$ cat src/nes_load_pkg.sv
/*
 * Cartridge loader shared definitions
 * Address map constants, file kinds, loader states and bus structs
 */
package nes_load_pkg;

	////////////////////
	// Constants

	localparam int ADDR_W       = 22;   // Flat cartridge address space
	localparam int HEADER_BYTES = 16;
	localparam int PRG_SHIFT    = 14;   // 16 KiB PRG pages
	localparam int CHR_SHIFT    = 13;   // 8 KiB CHR pages
	localparam int PAL_BYTES    = 192;  // 64 entries of RGB

	// CHR data lives in the upper half
	localparam logic [ADDR_W-1:0] CHR_BASE = 22'h20_0000;

	localparam logic [7:0] RESET_HOLD = 8'd255;

	// iNES signature
	localparam logic [7:0] MAGIC0 = 8'h4E;  // N
	localparam logic [7:0] MAGIC1 = 8'h45;  // E
	localparam logic [7:0] MAGIC2 = 8'h53;  // S
	localparam logic [7:0] MAGIC3 = 8'h1A;

	////////////////////
	// Enums

	typedef enum logic [1:0] {
		KIND_NONE,
		KIND_ROM,
		KIND_CHEAT,
		KIND_PAL
	} file_kind_e;

	typedef enum logic [2:0] {
		ST_HEADER,
		ST_PRG,
		ST_CHR,
		ST_ERROR,
		ST_DONE
	} load_state_e;

	////////////////////
	// Structs

	// Download byte after the alignment register
	typedef struct packed {
		logic        wr;
		logic [24:0] addr;
		logic [7:0]  data;
	} dl_byte_t;

	typedef struct packed {
		logic              we;
		logic [ADDR_W-1:0] addr;
		logic [7:0]        data;
	} mem_req_t;

	// Mapper flag word as seen by the console core
	typedef struct packed {
		logic       spare;
		logic       piano;
		logic [3:0] prg_ram;      // NES 2.0 shift count
		logic       has_saves;
		logic [7:0] submapper;
		logic       four_screen;
		logic       chr_ram;
		logic       mirroring;
		logic [2:0] chr_size;
		logic [2:0] prg_size;
		logic [7:0] mapper;
	} cart_flags_t;

	typedef struct packed {
		logic [31:0] flags;
		logic [31:0] address;
		logic [31:0] compare;
		logic [31:0] replace;
	} cheat_code_t;

	typedef struct packed {
		logic        we;
		logic [5:0]  index;
		logic [14:0] color;
	} pal_write_t;

endpackage

$ cat src/download_decode.sv
/*
 * Download front end
 * Classifies the file index, registers the byte stream and
 * holds the cartridge in reset around a ROM download
 */
module download_decode (
	input  logic                     clk,
	input  logic                     reset_nes,
	input  logic                     dl_active,
	input  logic [7:0]               dl_index,
	input  logic                     dl_wr,
	input  logic [24:0]              dl_addr,
	input  logic [7:0]               dl_data,
	input  logic                     loader_busy,
	output nes_load_pkg::dl_byte_t   dl_byte,
	output nes_load_pkg::file_kind_e kind,
	output logic                     loader_start,
	output logic                     rom_active,
	output logic                     table_active,
	output logic                     cart_reset
);
	import nes_load_pkg::*;

	file_kind_e  kind_d;
	logic        wr_q;
	logic [24:0] addr_q;
	logic [7:0]  data_q;
	logic [7:0]  hold_cnt;

	// Cheat goes ahead of palette since all ones also ends in 11
	always_comb begin
		kind_d = KIND_NONE;
		if (dl_index[5:0] == 6'd0 && !dl_index[7])
			kind_d = KIND_ROM;
		else if (&dl_index)
			kind_d = KIND_CHEAT;
		else if (dl_index[1:0] == 2'b01 && dl_index[7:6] == 2'b00)
			kind_d = KIND_ROM;
		else if (dl_index[1:0] == 2'b11)
			kind_d = KIND_PAL;
	end

	always_ff @(posedge clk) begin
		if (reset_nes) begin
			wr_q         <= 1'b0;
			kind         <= KIND_NONE;
			table_active <= 1'b0;
			rom_active   <= 1'b0;
			loader_start <= 1'b0;
		end else begin
			wr_q         <= dl_wr;
			kind         <= kind_d;
			table_active <= dl_active;
			rom_active   <= dl_active && kind_d == KIND_ROM;
			loader_start <= dl_active && kind_d == KIND_ROM && !rom_active; // Rising edge
		end
	end

	always_ff @(posedge clk) begin
		addr_q <= dl_addr;
		data_q <= dl_data;
	end

	assign dl_byte = '{wr: wr_q, addr: addr_q, data: data_q};

	// Post-download reset hold that pauses while the loader is busy
	always_ff @(posedge clk) begin
		if (reset_nes || rom_active)
			hold_cnt <= RESET_HOLD;
		else if (!loader_busy && hold_cnt != 8'd0)
			hold_cnt <= hold_cnt - 8'd1;
	end

	assign cart_reset = rom_active || hold_cnt != 8'd0;

endmodule

$ cat src/ines_loader.sv
/*
 * iNES ROM loader
 * Parses the 16 byte header, streams PRG and CHR data into the
 * cartridge space and builds the mapper flag word
 */
module ines_loader (
	input  logic                      clk,
	input  logic                      reset_nes,
	input  logic                      loader_start,
	input  logic                      rom_active,
	input  logic                      invert_mirroring,
	input  nes_load_pkg::dl_byte_t    dl_byte,
	output nes_load_pkg::mem_req_t    mem,
	output nes_load_pkg::cart_flags_t flags,
	output logic                      busy,
	output logic                      done,
	output logic                      error
);
	import nes_load_pkg::*;

	load_state_e       state;
	logic [7:0]        ines [HEADER_BYTES];
	logic [3:0]        hdr_cnt;
	logic [ADDR_W-1:0] addr_q;
	logic [ADDR_W-1:0] bytes_left;
	logic              take;
	logic              hdr_take;
	logic              hdr_last;
	logic              mem_we;
	logic              sig_ok;
	logic [7:0]        prg_pages;
	logic [7:0]        chr_pages;
	logic [ADDR_W-1:0] prg_bytes;
	logic [ADDR_W-1:0] chr_bytes;
	logic              is_nes20;
	logic              is_dirty;
	cart_flags_t       flags_d;

	// Ceiling log2 of a page count capped at 7
	function automatic logic [2:0] size_code(input logic [7:0] pages);
		logic [2:0] code;
		code = 3'd7;
		for (int i = 6; i >= 0; i--)
			if (pages <= (8'd1 << i))
				code = 3'(i);
		return code;
	endfunction

	assign take     = rom_active && dl_byte.wr;
	assign hdr_take = take && (loader_start || state == ST_HEADER);
	assign hdr_last = hdr_take && !loader_start && hdr_cnt == 4'(HEADER_BYTES - 1);

	assign prg_pages = ines[4];
	assign chr_pages = ines[5];
	assign prg_bytes = ADDR_W'(prg_pages) << PRG_SHIFT;
	assign chr_bytes = ADDR_W'(chr_pages) << CHR_SHIFT;

	// Trainers are not supported
	assign sig_ok = ines[0] == MAGIC0 && ines[1] == MAGIC1 &&
		ines[2] == MAGIC2 && ines[3] == MAGIC3 && !ines[6][2];

	// Write goes out in the same cycle as the byte
	assign mem_we = take && !loader_start && (state == ST_PRG || state == ST_CHR) &&
		bytes_left != '0;
	assign mem = '{we: mem_we, addr: addr_q, data: dl_byte.data};

	always_ff @(posedge clk) begin
		if (hdr_take)
			ines[loader_start ? 4'd0 : hdr_cnt] <= dl_byte.data;
	end

	////////////////////
	// Flag word

	assign is_nes20 = ines[7][3:2] == 2'b10;

	// Junk in bytes 9 to 15 of an old header
	assign is_dirty = !is_nes20 && (ines[9][7:1] != 7'd0 ||
		|{ines[10], ines[11], ines[12], ines[13], ines[14], ines[15]});

	always_comb begin
		flags_d             = '0;
		flags_d.piano       = is_nes20 && ines[15][5:0] == 6'h19;
		flags_d.prg_ram     = is_nes20 ? ines[10][3:0] : 4'h0;
		flags_d.has_saves   = ines[6][1];
		flags_d.submapper   = is_nes20 ? ines[8] : 8'h00;
		flags_d.four_screen = ines[6][3];
		flags_d.chr_ram     = chr_pages == 8'd0;
		flags_d.mirroring   = ines[6][0] ^ invert_mirroring;
		flags_d.chr_size    = size_code(chr_pages);
		flags_d.prg_size    = size_code(prg_pages);
		flags_d.mapper      = {is_dirty ? 4'h0 : ines[7][7:4], ines[6][7:4]};
	end

	////////////////////
	// Load sequencer

	always_ff @(posedge clk) begin
		if (reset_nes) begin
			state   <= ST_HEADER;
			hdr_cnt <= 4'd0;
			busy    <= 1'b0;
			done    <= 1'b0;
			error   <= 1'b0;
			flags   <= '0;
		end else if (loader_start) begin
			state   <= ST_HEADER;
			hdr_cnt <= take ? 4'd1 : 4'd0;  // First byte may come with the start
			busy    <= 1'b0;
			done    <= 1'b0;
			error   <= 1'b0;
		end else begin
			case (state)
				ST_HEADER: begin
					if (hdr_take) begin
						hdr_cnt <= hdr_cnt + 4'd1;
						if (hdr_last && sig_ok) begin
							state      <= ST_PRG;
							busy       <= 1'b1;
							addr_q     <= '0;
							bytes_left <= prg_bytes;
						end else if (hdr_last) begin
							state <= ST_ERROR;
						end
					end
				end
				ST_PRG: begin
					// Switch on the last PRG byte so a back-to-back CHR byte is kept
					if (bytes_left == '0 || (mem_we && bytes_left == ADDR_W'(1))) begin
						state      <= ST_CHR;
						addr_q     <= CHR_BASE;
						bytes_left <= chr_bytes;
					end else if (mem_we) begin
						addr_q     <= addr_q + 1'b1;
						bytes_left <= bytes_left - 1'b1;
					end
				end
				ST_CHR: begin
					if (bytes_left == '0) begin
						state <= ST_DONE;
						busy  <= 1'b0;
						done  <= 1'b1;
						flags <= flags_d;
					end else if (mem_we) begin
						addr_q     <= addr_q + 1'b1;
						bytes_left <= bytes_left - 1'b1;
					end
				end
				ST_ERROR: begin
					state <= ST_DONE;
					done  <= 1'b1;
					error <= 1'b1;
					flags <= flags_d;
				end
				default: ;  // Done holds until the next start
			endcase
		end
	end

endmodule

$ cat src/cheat_assembler.sv
/*
 * Cheat file assembler
 * Gathers 16 bytes into one flags/address/compare/replace code
 */
module cheat_assembler (
	input  logic                      clk,
	input  logic                      reset_nes,
	input  nes_load_pkg::dl_byte_t    dl_byte,
	input  nes_load_pkg::file_kind_e  kind,
	input  logic                      table_active,
	output nes_load_pkg::cheat_code_t cheat,
	output logic                      cheat_valid
);
	import nes_load_pkg::*;

	logic       take;
	logic [3:0] k;
	logic [4:0] lane;

	assign take = table_active && dl_byte.wr && kind == KIND_CHEAT;
	assign k    = dl_byte.addr[3:0];
	assign lane = {k[1:0], 3'b000};  // Little endian within a field

	always_ff @(posedge clk) begin
		if (take) begin
			case (k[3:2])
				2'd0:    cheat.flags[lane +: 8]   <= dl_byte.data;
				2'd1:    cheat.address[lane +: 8] <= dl_byte.data;
				2'd2:    cheat.compare[lane +: 8] <= dl_byte.data;
				default: cheat.replace[lane +: 8] <= dl_byte.data;
			endcase
		end
	end

	// Code is complete once the last byte lands
	always_ff @(posedge clk) begin
		if (reset_nes)
			cheat_valid <= 1'b0;
		else
			cheat_valid <= take && k == 4'd15;
	end

endmodule

$ cat src/palette_loader.sv
/*
 * Palette file loader
 * Packs RGB byte triples into 15-bit palette entry writes
 */
module palette_loader (
	input  logic                     clk,
	input  logic                     reset_nes,
	input  nes_load_pkg::dl_byte_t   dl_byte,
	input  nes_load_pkg::file_kind_e kind,
	input  logic                     table_active,
	output nes_load_pkg::pal_write_t pal
);
	import nes_load_pkg::*;

	logic        take;
	logic [1:0]  lane_cnt;  // 0 red, 1 green, 2 blue
	logic [5:0]  entry;
	logic [9:0]  rg_q;
	logic        we_q;
	logic [5:0]  index_q;
	logic [14:0] color_q;

	assign take = table_active && dl_byte.wr && kind == KIND_PAL &&
		dl_byte.addr < 25'(PAL_BYTES);

	always_ff @(posedge clk) begin
		if (reset_nes) begin
			we_q     <= 1'b0;
			lane_cnt <= 2'd0;
			entry    <= 6'd0;
		end else begin
			we_q <= take && lane_cnt == 2'd2;
			if (!table_active) begin
				lane_cnt <= 2'd0;
				entry    <= 6'd0;
			end else if (take) begin
				lane_cnt <= (lane_cnt == 2'd2) ? 2'd0 : lane_cnt + 2'd1;
				if (lane_cnt == 2'd2)
					entry <= entry + 6'd1;
			end
		end
	end

	always_ff @(posedge clk) begin
		if (take) begin
			case (lane_cnt)
				2'd0: rg_q[4:0] <= dl_byte.data[7:3];
				2'd1: rg_q[9:5] <= dl_byte.data[7:3];
				default: begin
					color_q <= {dl_byte.data[7:3], rg_q};
					index_q <= entry;
				end
			endcase
		end
	end

	assign pal = '{we: we_q, index: index_q, color: color_q};

endmodule

$ cat src/cart_load_top.sv
/*
 * Cartridge load front end
 * Download decoder with the ROM, cheat and palette loaders
 */
module cart_load_top (
	input  logic                      clk,
	input  logic                      reset_nes,
	input  logic                      dl_active,
	input  logic [7:0]                dl_index,
	input  logic                      dl_wr,
	input  logic [24:0]               dl_addr,
	input  logic [7:0]                dl_data,
	input  logic                      invert_mirroring,
	output nes_load_pkg::mem_req_t    mem,
	output nes_load_pkg::cart_flags_t flags,
	output logic                      loader_busy,
	output logic                      loader_done,
	output logic                      loader_error,
	output logic                      cart_reset,
	output nes_load_pkg::cheat_code_t cheat,
	output logic                      cheat_valid,
	output nes_load_pkg::pal_write_t  pal
);
	import nes_load_pkg::*;

	dl_byte_t   dl_byte;
	file_kind_e kind;
	logic       loader_start;
	logic       rom_active;
	logic       table_active;

	download_decode decode (
		.clk          (clk),
		.reset_nes    (reset_nes),
		.dl_active    (dl_active),
		.dl_index     (dl_index),
		.dl_wr        (dl_wr),
		.dl_addr      (dl_addr),
		.dl_data      (dl_data),
		.loader_busy  (loader_busy),
		.dl_byte      (dl_byte),
		.kind         (kind),
		.loader_start (loader_start),
		.rom_active   (rom_active),
		.table_active (table_active),
		.cart_reset   (cart_reset)
	);

	ines_loader loader (
		.clk              (clk),
		.reset_nes        (reset_nes),
		.loader_start     (loader_start),
		.rom_active       (rom_active),
		.invert_mirroring (invert_mirroring),
		.dl_byte          (dl_byte),
		.mem              (mem),
		.flags            (flags),
		.busy             (loader_busy),
		.done             (loader_done),
		.error            (loader_error)
	);

	cheat_assembler cheats (
		.clk          (clk),
		.reset_nes    (reset_nes),
		.dl_byte      (dl_byte),
		.kind         (kind),
		.table_active (table_active),
		.cheat        (cheat),
		.cheat_valid  (cheat_valid)
	);

	palette_loader palette (
		.clk          (clk),
		.reset_nes    (reset_nes),
		.dl_byte      (dl_byte),
		.kind         (kind),
		.table_active (table_active),
		.pal          (pal)
	);

endmodule

$ cat config.mk
export PLATFORM = sky130hd
export DESIGN_NAME = cart_load_top
export DESIGN_NICKNAME = d
export VERILOG_FILES = /design/src/nes_load_pkg.sv /design/src/download_decode.sv /design/src/ines_loader.sv /design/src/cheat_assembler.sv /design/src/palette_loader.sv /design/src/cart_load_top.sv
export SDC_FILE = /design/constraint.sdc
export NUM_CORES = 1
export LEC_CHECK = 0
export BUFFER_PORTS_ARGS = -buffer_cell sky130_fd_sc_hd__buf_2
export CAP_MARGIN = 10
export CORE_MARGIN = 2
export CORE_UTILIZATION = 42
export DETAILED_ROUTE_END_ITERATION = 6
export GPL_ROUTABILITY_DRIVEN = 0
export PLACE_DENSITY_LB_ADDON = 0.2
export REMOVE_ABC_BUFFERS = 1
export SYNTH_ARGS = -nofsm -noshare
export SYNTH_HDL_FRONTEND = slang
export SYNTH_SLANG_ARGS = --single-unit
$ cat constraint.sdc
create_clock -name clk -period 3.19 [get_ports clk]
set_input_delay 0.1595 -clock clk [delete_from_list [all_inputs] [get_ports clk]]
set_output_delay 0.1595 -clock clk [all_outputs]
set_load 0.01 [all_outputs]
==> out/metrics.cfg <==
[run_status]
status=finished, final reports clean

[clocking]
cts.sinks=424
clk_pin_slew_ps=60
numCtsBuffers=44
htreeDepth=2
cts_tree=done
clk_latency_ps=550
clk_path_buf_depth=3
ctsHoldBuffers=38
postCtsSetupRepairBufs=0
cts_resized=0
root_buffer=clkbuf_16

[yosys]
synth-edff-count=328
synthArstFlopShare_pct=0
synth_flop_cell=edfxtp_1
netlist_area_mm2=0.0157
synth_cells=1070
yosys-top-cells-count=328 x edfxtp_1, 96 x dfxtp_1, 93 x nor2_1
yosysUniqueCellTypes=62
synth_area_leader_cell=edfxtp_1
synth_seq_cells=424
netlist.area_leader.share_pct=62.8
synth.area.top_cells=edfxtp_1 63%, dfxtp_1 12%, nor2_1 2.2%, nand2_1 1.7%, and2_1 1.6%
yosysWarnings=0
yosysMostFrequentCell=edfxtp_1
syn_avg_cell_area_um2=14.7
ys_seq_area_share_pct=75.1

[floorplanning]
core_area_mm2=0.0367
fp-row-count=70
initial_core_util_pct=42.7
io_pins=264
die_w_um=197
die-area_mm2=0.0389
die_h_um=197

[pwr]
peakVddDrop_uv=468
combPwrFrac_pct=1.8
pwr_density_cell_mw_per_mm2=571
power.leakage_nw=6.54
p_sw_mw=2.21
swShare_pct=19.9
internal-power_mw=8.87
power_mw=11.1
power_frac_seq_pct=54.1
power_frac_clock_pct=44.1

[global_route]
grt_pass1_wl_mm=55.5
grt_util_all_layers_pct=18.4
grt_antenna_before_repair=2
globalRouteOverflowTotal=0
grt_pass1_vias=9629
grt_max_degree=45

[placement]
io_buffers=260
dp_hpwl_mm=22.9
dp.cells=1795
placed_cell_area_mm2=0.0176
dp_slack_ps=590

[final_layout]
final_area_mm2=0.0194
layout.nets=1470
fin_util_pct=52.9
instances_no_fill=1915
drive_gt1_share_pct=26.9
nFillCells=3120
area_growth_pct=23.7
n_antenna_cell=0

[timing]
final.setup.worst_slack_ps=596
finalSetupViolCount=0
hold_viol_final=0
tightest_slew_ps=1100
fin_tns_setup_ps=0
finalMaxSlewViolations=0
rsz0062_at_grt=no
period_minus_slack_ps=2590
clock_skew_ps=10.6
fmax_mhz=385
hold_ws_ps=52.5
fin_crit_sh_pct=81.3
slew_headroom_pct=26.3

[critical_path]
arrival_ps=2820
cp_max_fo=44
cp-end-kind=flop
cp.required_ps=3410
critPathKind=reg -> reg
crit_path_start_kind=flop

[detailed_routing]
drc=0
drtPass1Iterations=5
ant_nets=0
wire_per_inst_um=18.7
wirelength_mm=35.9
via_per_inst=5.08
drtIter0Drc=549
num_vias=9736

[hold_path]
hold_path.class=in -> reg

[run]
cap_violations=0

placed cells by master (no fill, tap or decap), drive strengths merged, types with 11 or more instances in the layout:
cell type / n
o21ai: 29
clkbuf: 67
xnor2: 24
nand4: 18
a21oi: 25
clkinv: 11
and2: 41
xor2: 26
dfxtp: 96
buf: 299
inv: 21
ha: 13
nand3b: 21
nand2b: 11
nor4: 36
edfxtp: 328
nor2: 94
dlygate4sd3: 38
nand2: 70
nor3: 46
nand3: 32
critical path: stages (launching register included):
cell,delay [ps]
dfxtp_1,600
ha_1,290
nand4b_1,110
nor4_1,280
nand4b_1,130
nor3_1,340
o311a_2,240
buf_12,230
flip-flops by register name (all words and copies together) (netlist names), 2 cells and up:
register,cells
cheats.cheat,128
loader.ines,125
loader.flags,31
decode.addr_q,23
loader.addr_q,22
loader.bytes_left,22
palette.color_q,15
palette.rg_q,10
decode.data_q,8
decode.hold_cnt,8
palette.entry,6
palette.index_q,6
loader.hdr_cnt,4
loader.state,3
decode.kind,2
palette.lane_cnt,2
cell type report:
class / instances / area [µm²] / share of cell area (%)
sequential: 424 / 11800 / 60.7
clock inverter: 15 / 108 / 0.555
multi-input combinational: 585 / 3610 / 18.6
tap: 468 / 586 / 3.02
timing repair buffer: 337 / 1990 / 10.2
inverter: 19 / 71.3 / 0.368
clock buffer: 67 / 1270 / 6.54
routing by layer:
metal | vias up | GRT usage [%] | share of wire (%)
li1 | 4676 | - | -
met1 | 4740 | 24.3 | 44
met2 | 269 | 29.5 | 47
met3 | 51 | 5.99 | 8.1
met4 | 0 | 4.79 | 1.8
met5 | - | 0 | 0
logic make-up after synthesis:
group | count (synthesis) | share of synthesized area, %
buf+inv | 61 | 1.99
compound gates | 90 | 3.52
flops | 424 | 75.1
fa+ha+maj | 13 | 1.04
other cells | 1 | 0.0239
simple gates | 425 | 15.2
mux | 6 | 0.399
xor+xnor | 50 | 2.79
worst paths after layout:
check                                 start                               to  slack [ps]  depth (start not counted)
max          loader.hdr_cnt[0]$_SDFFE_PP0P_  loader.addr_q[17]$_SDFFCE_PP0P_         600                          7
min reg2reg       palette.rg_q[3]$_DFFE_PP_     palette.color_q[3]$_DFFE_PP_         420                          0
max reg2reg  loader.hdr_cnt[0]$_SDFFE_PP0P_  loader.addr_q[17]$_SDFFCE_PP0P_         600                          7
min                             dl_index[0]     decode.rom_active$_SDFF_PP0_          50                          3
power groups by stage:
stage / Sequential (mW) / Combinational (mW) / Clock (mW)
floorplan: 6.10 / 0.0568 / 0
global placement: 6.11 / 0.158 / 0
detailed placement: 6.11 / 0.162 / 0
CTS: 5.99 / 0.200 / 5.02
global route: 5.99 / 0.221 / 5.22
finish: 5.99 / 0.199 / 4.88
(Power assumes the default switching activity.)
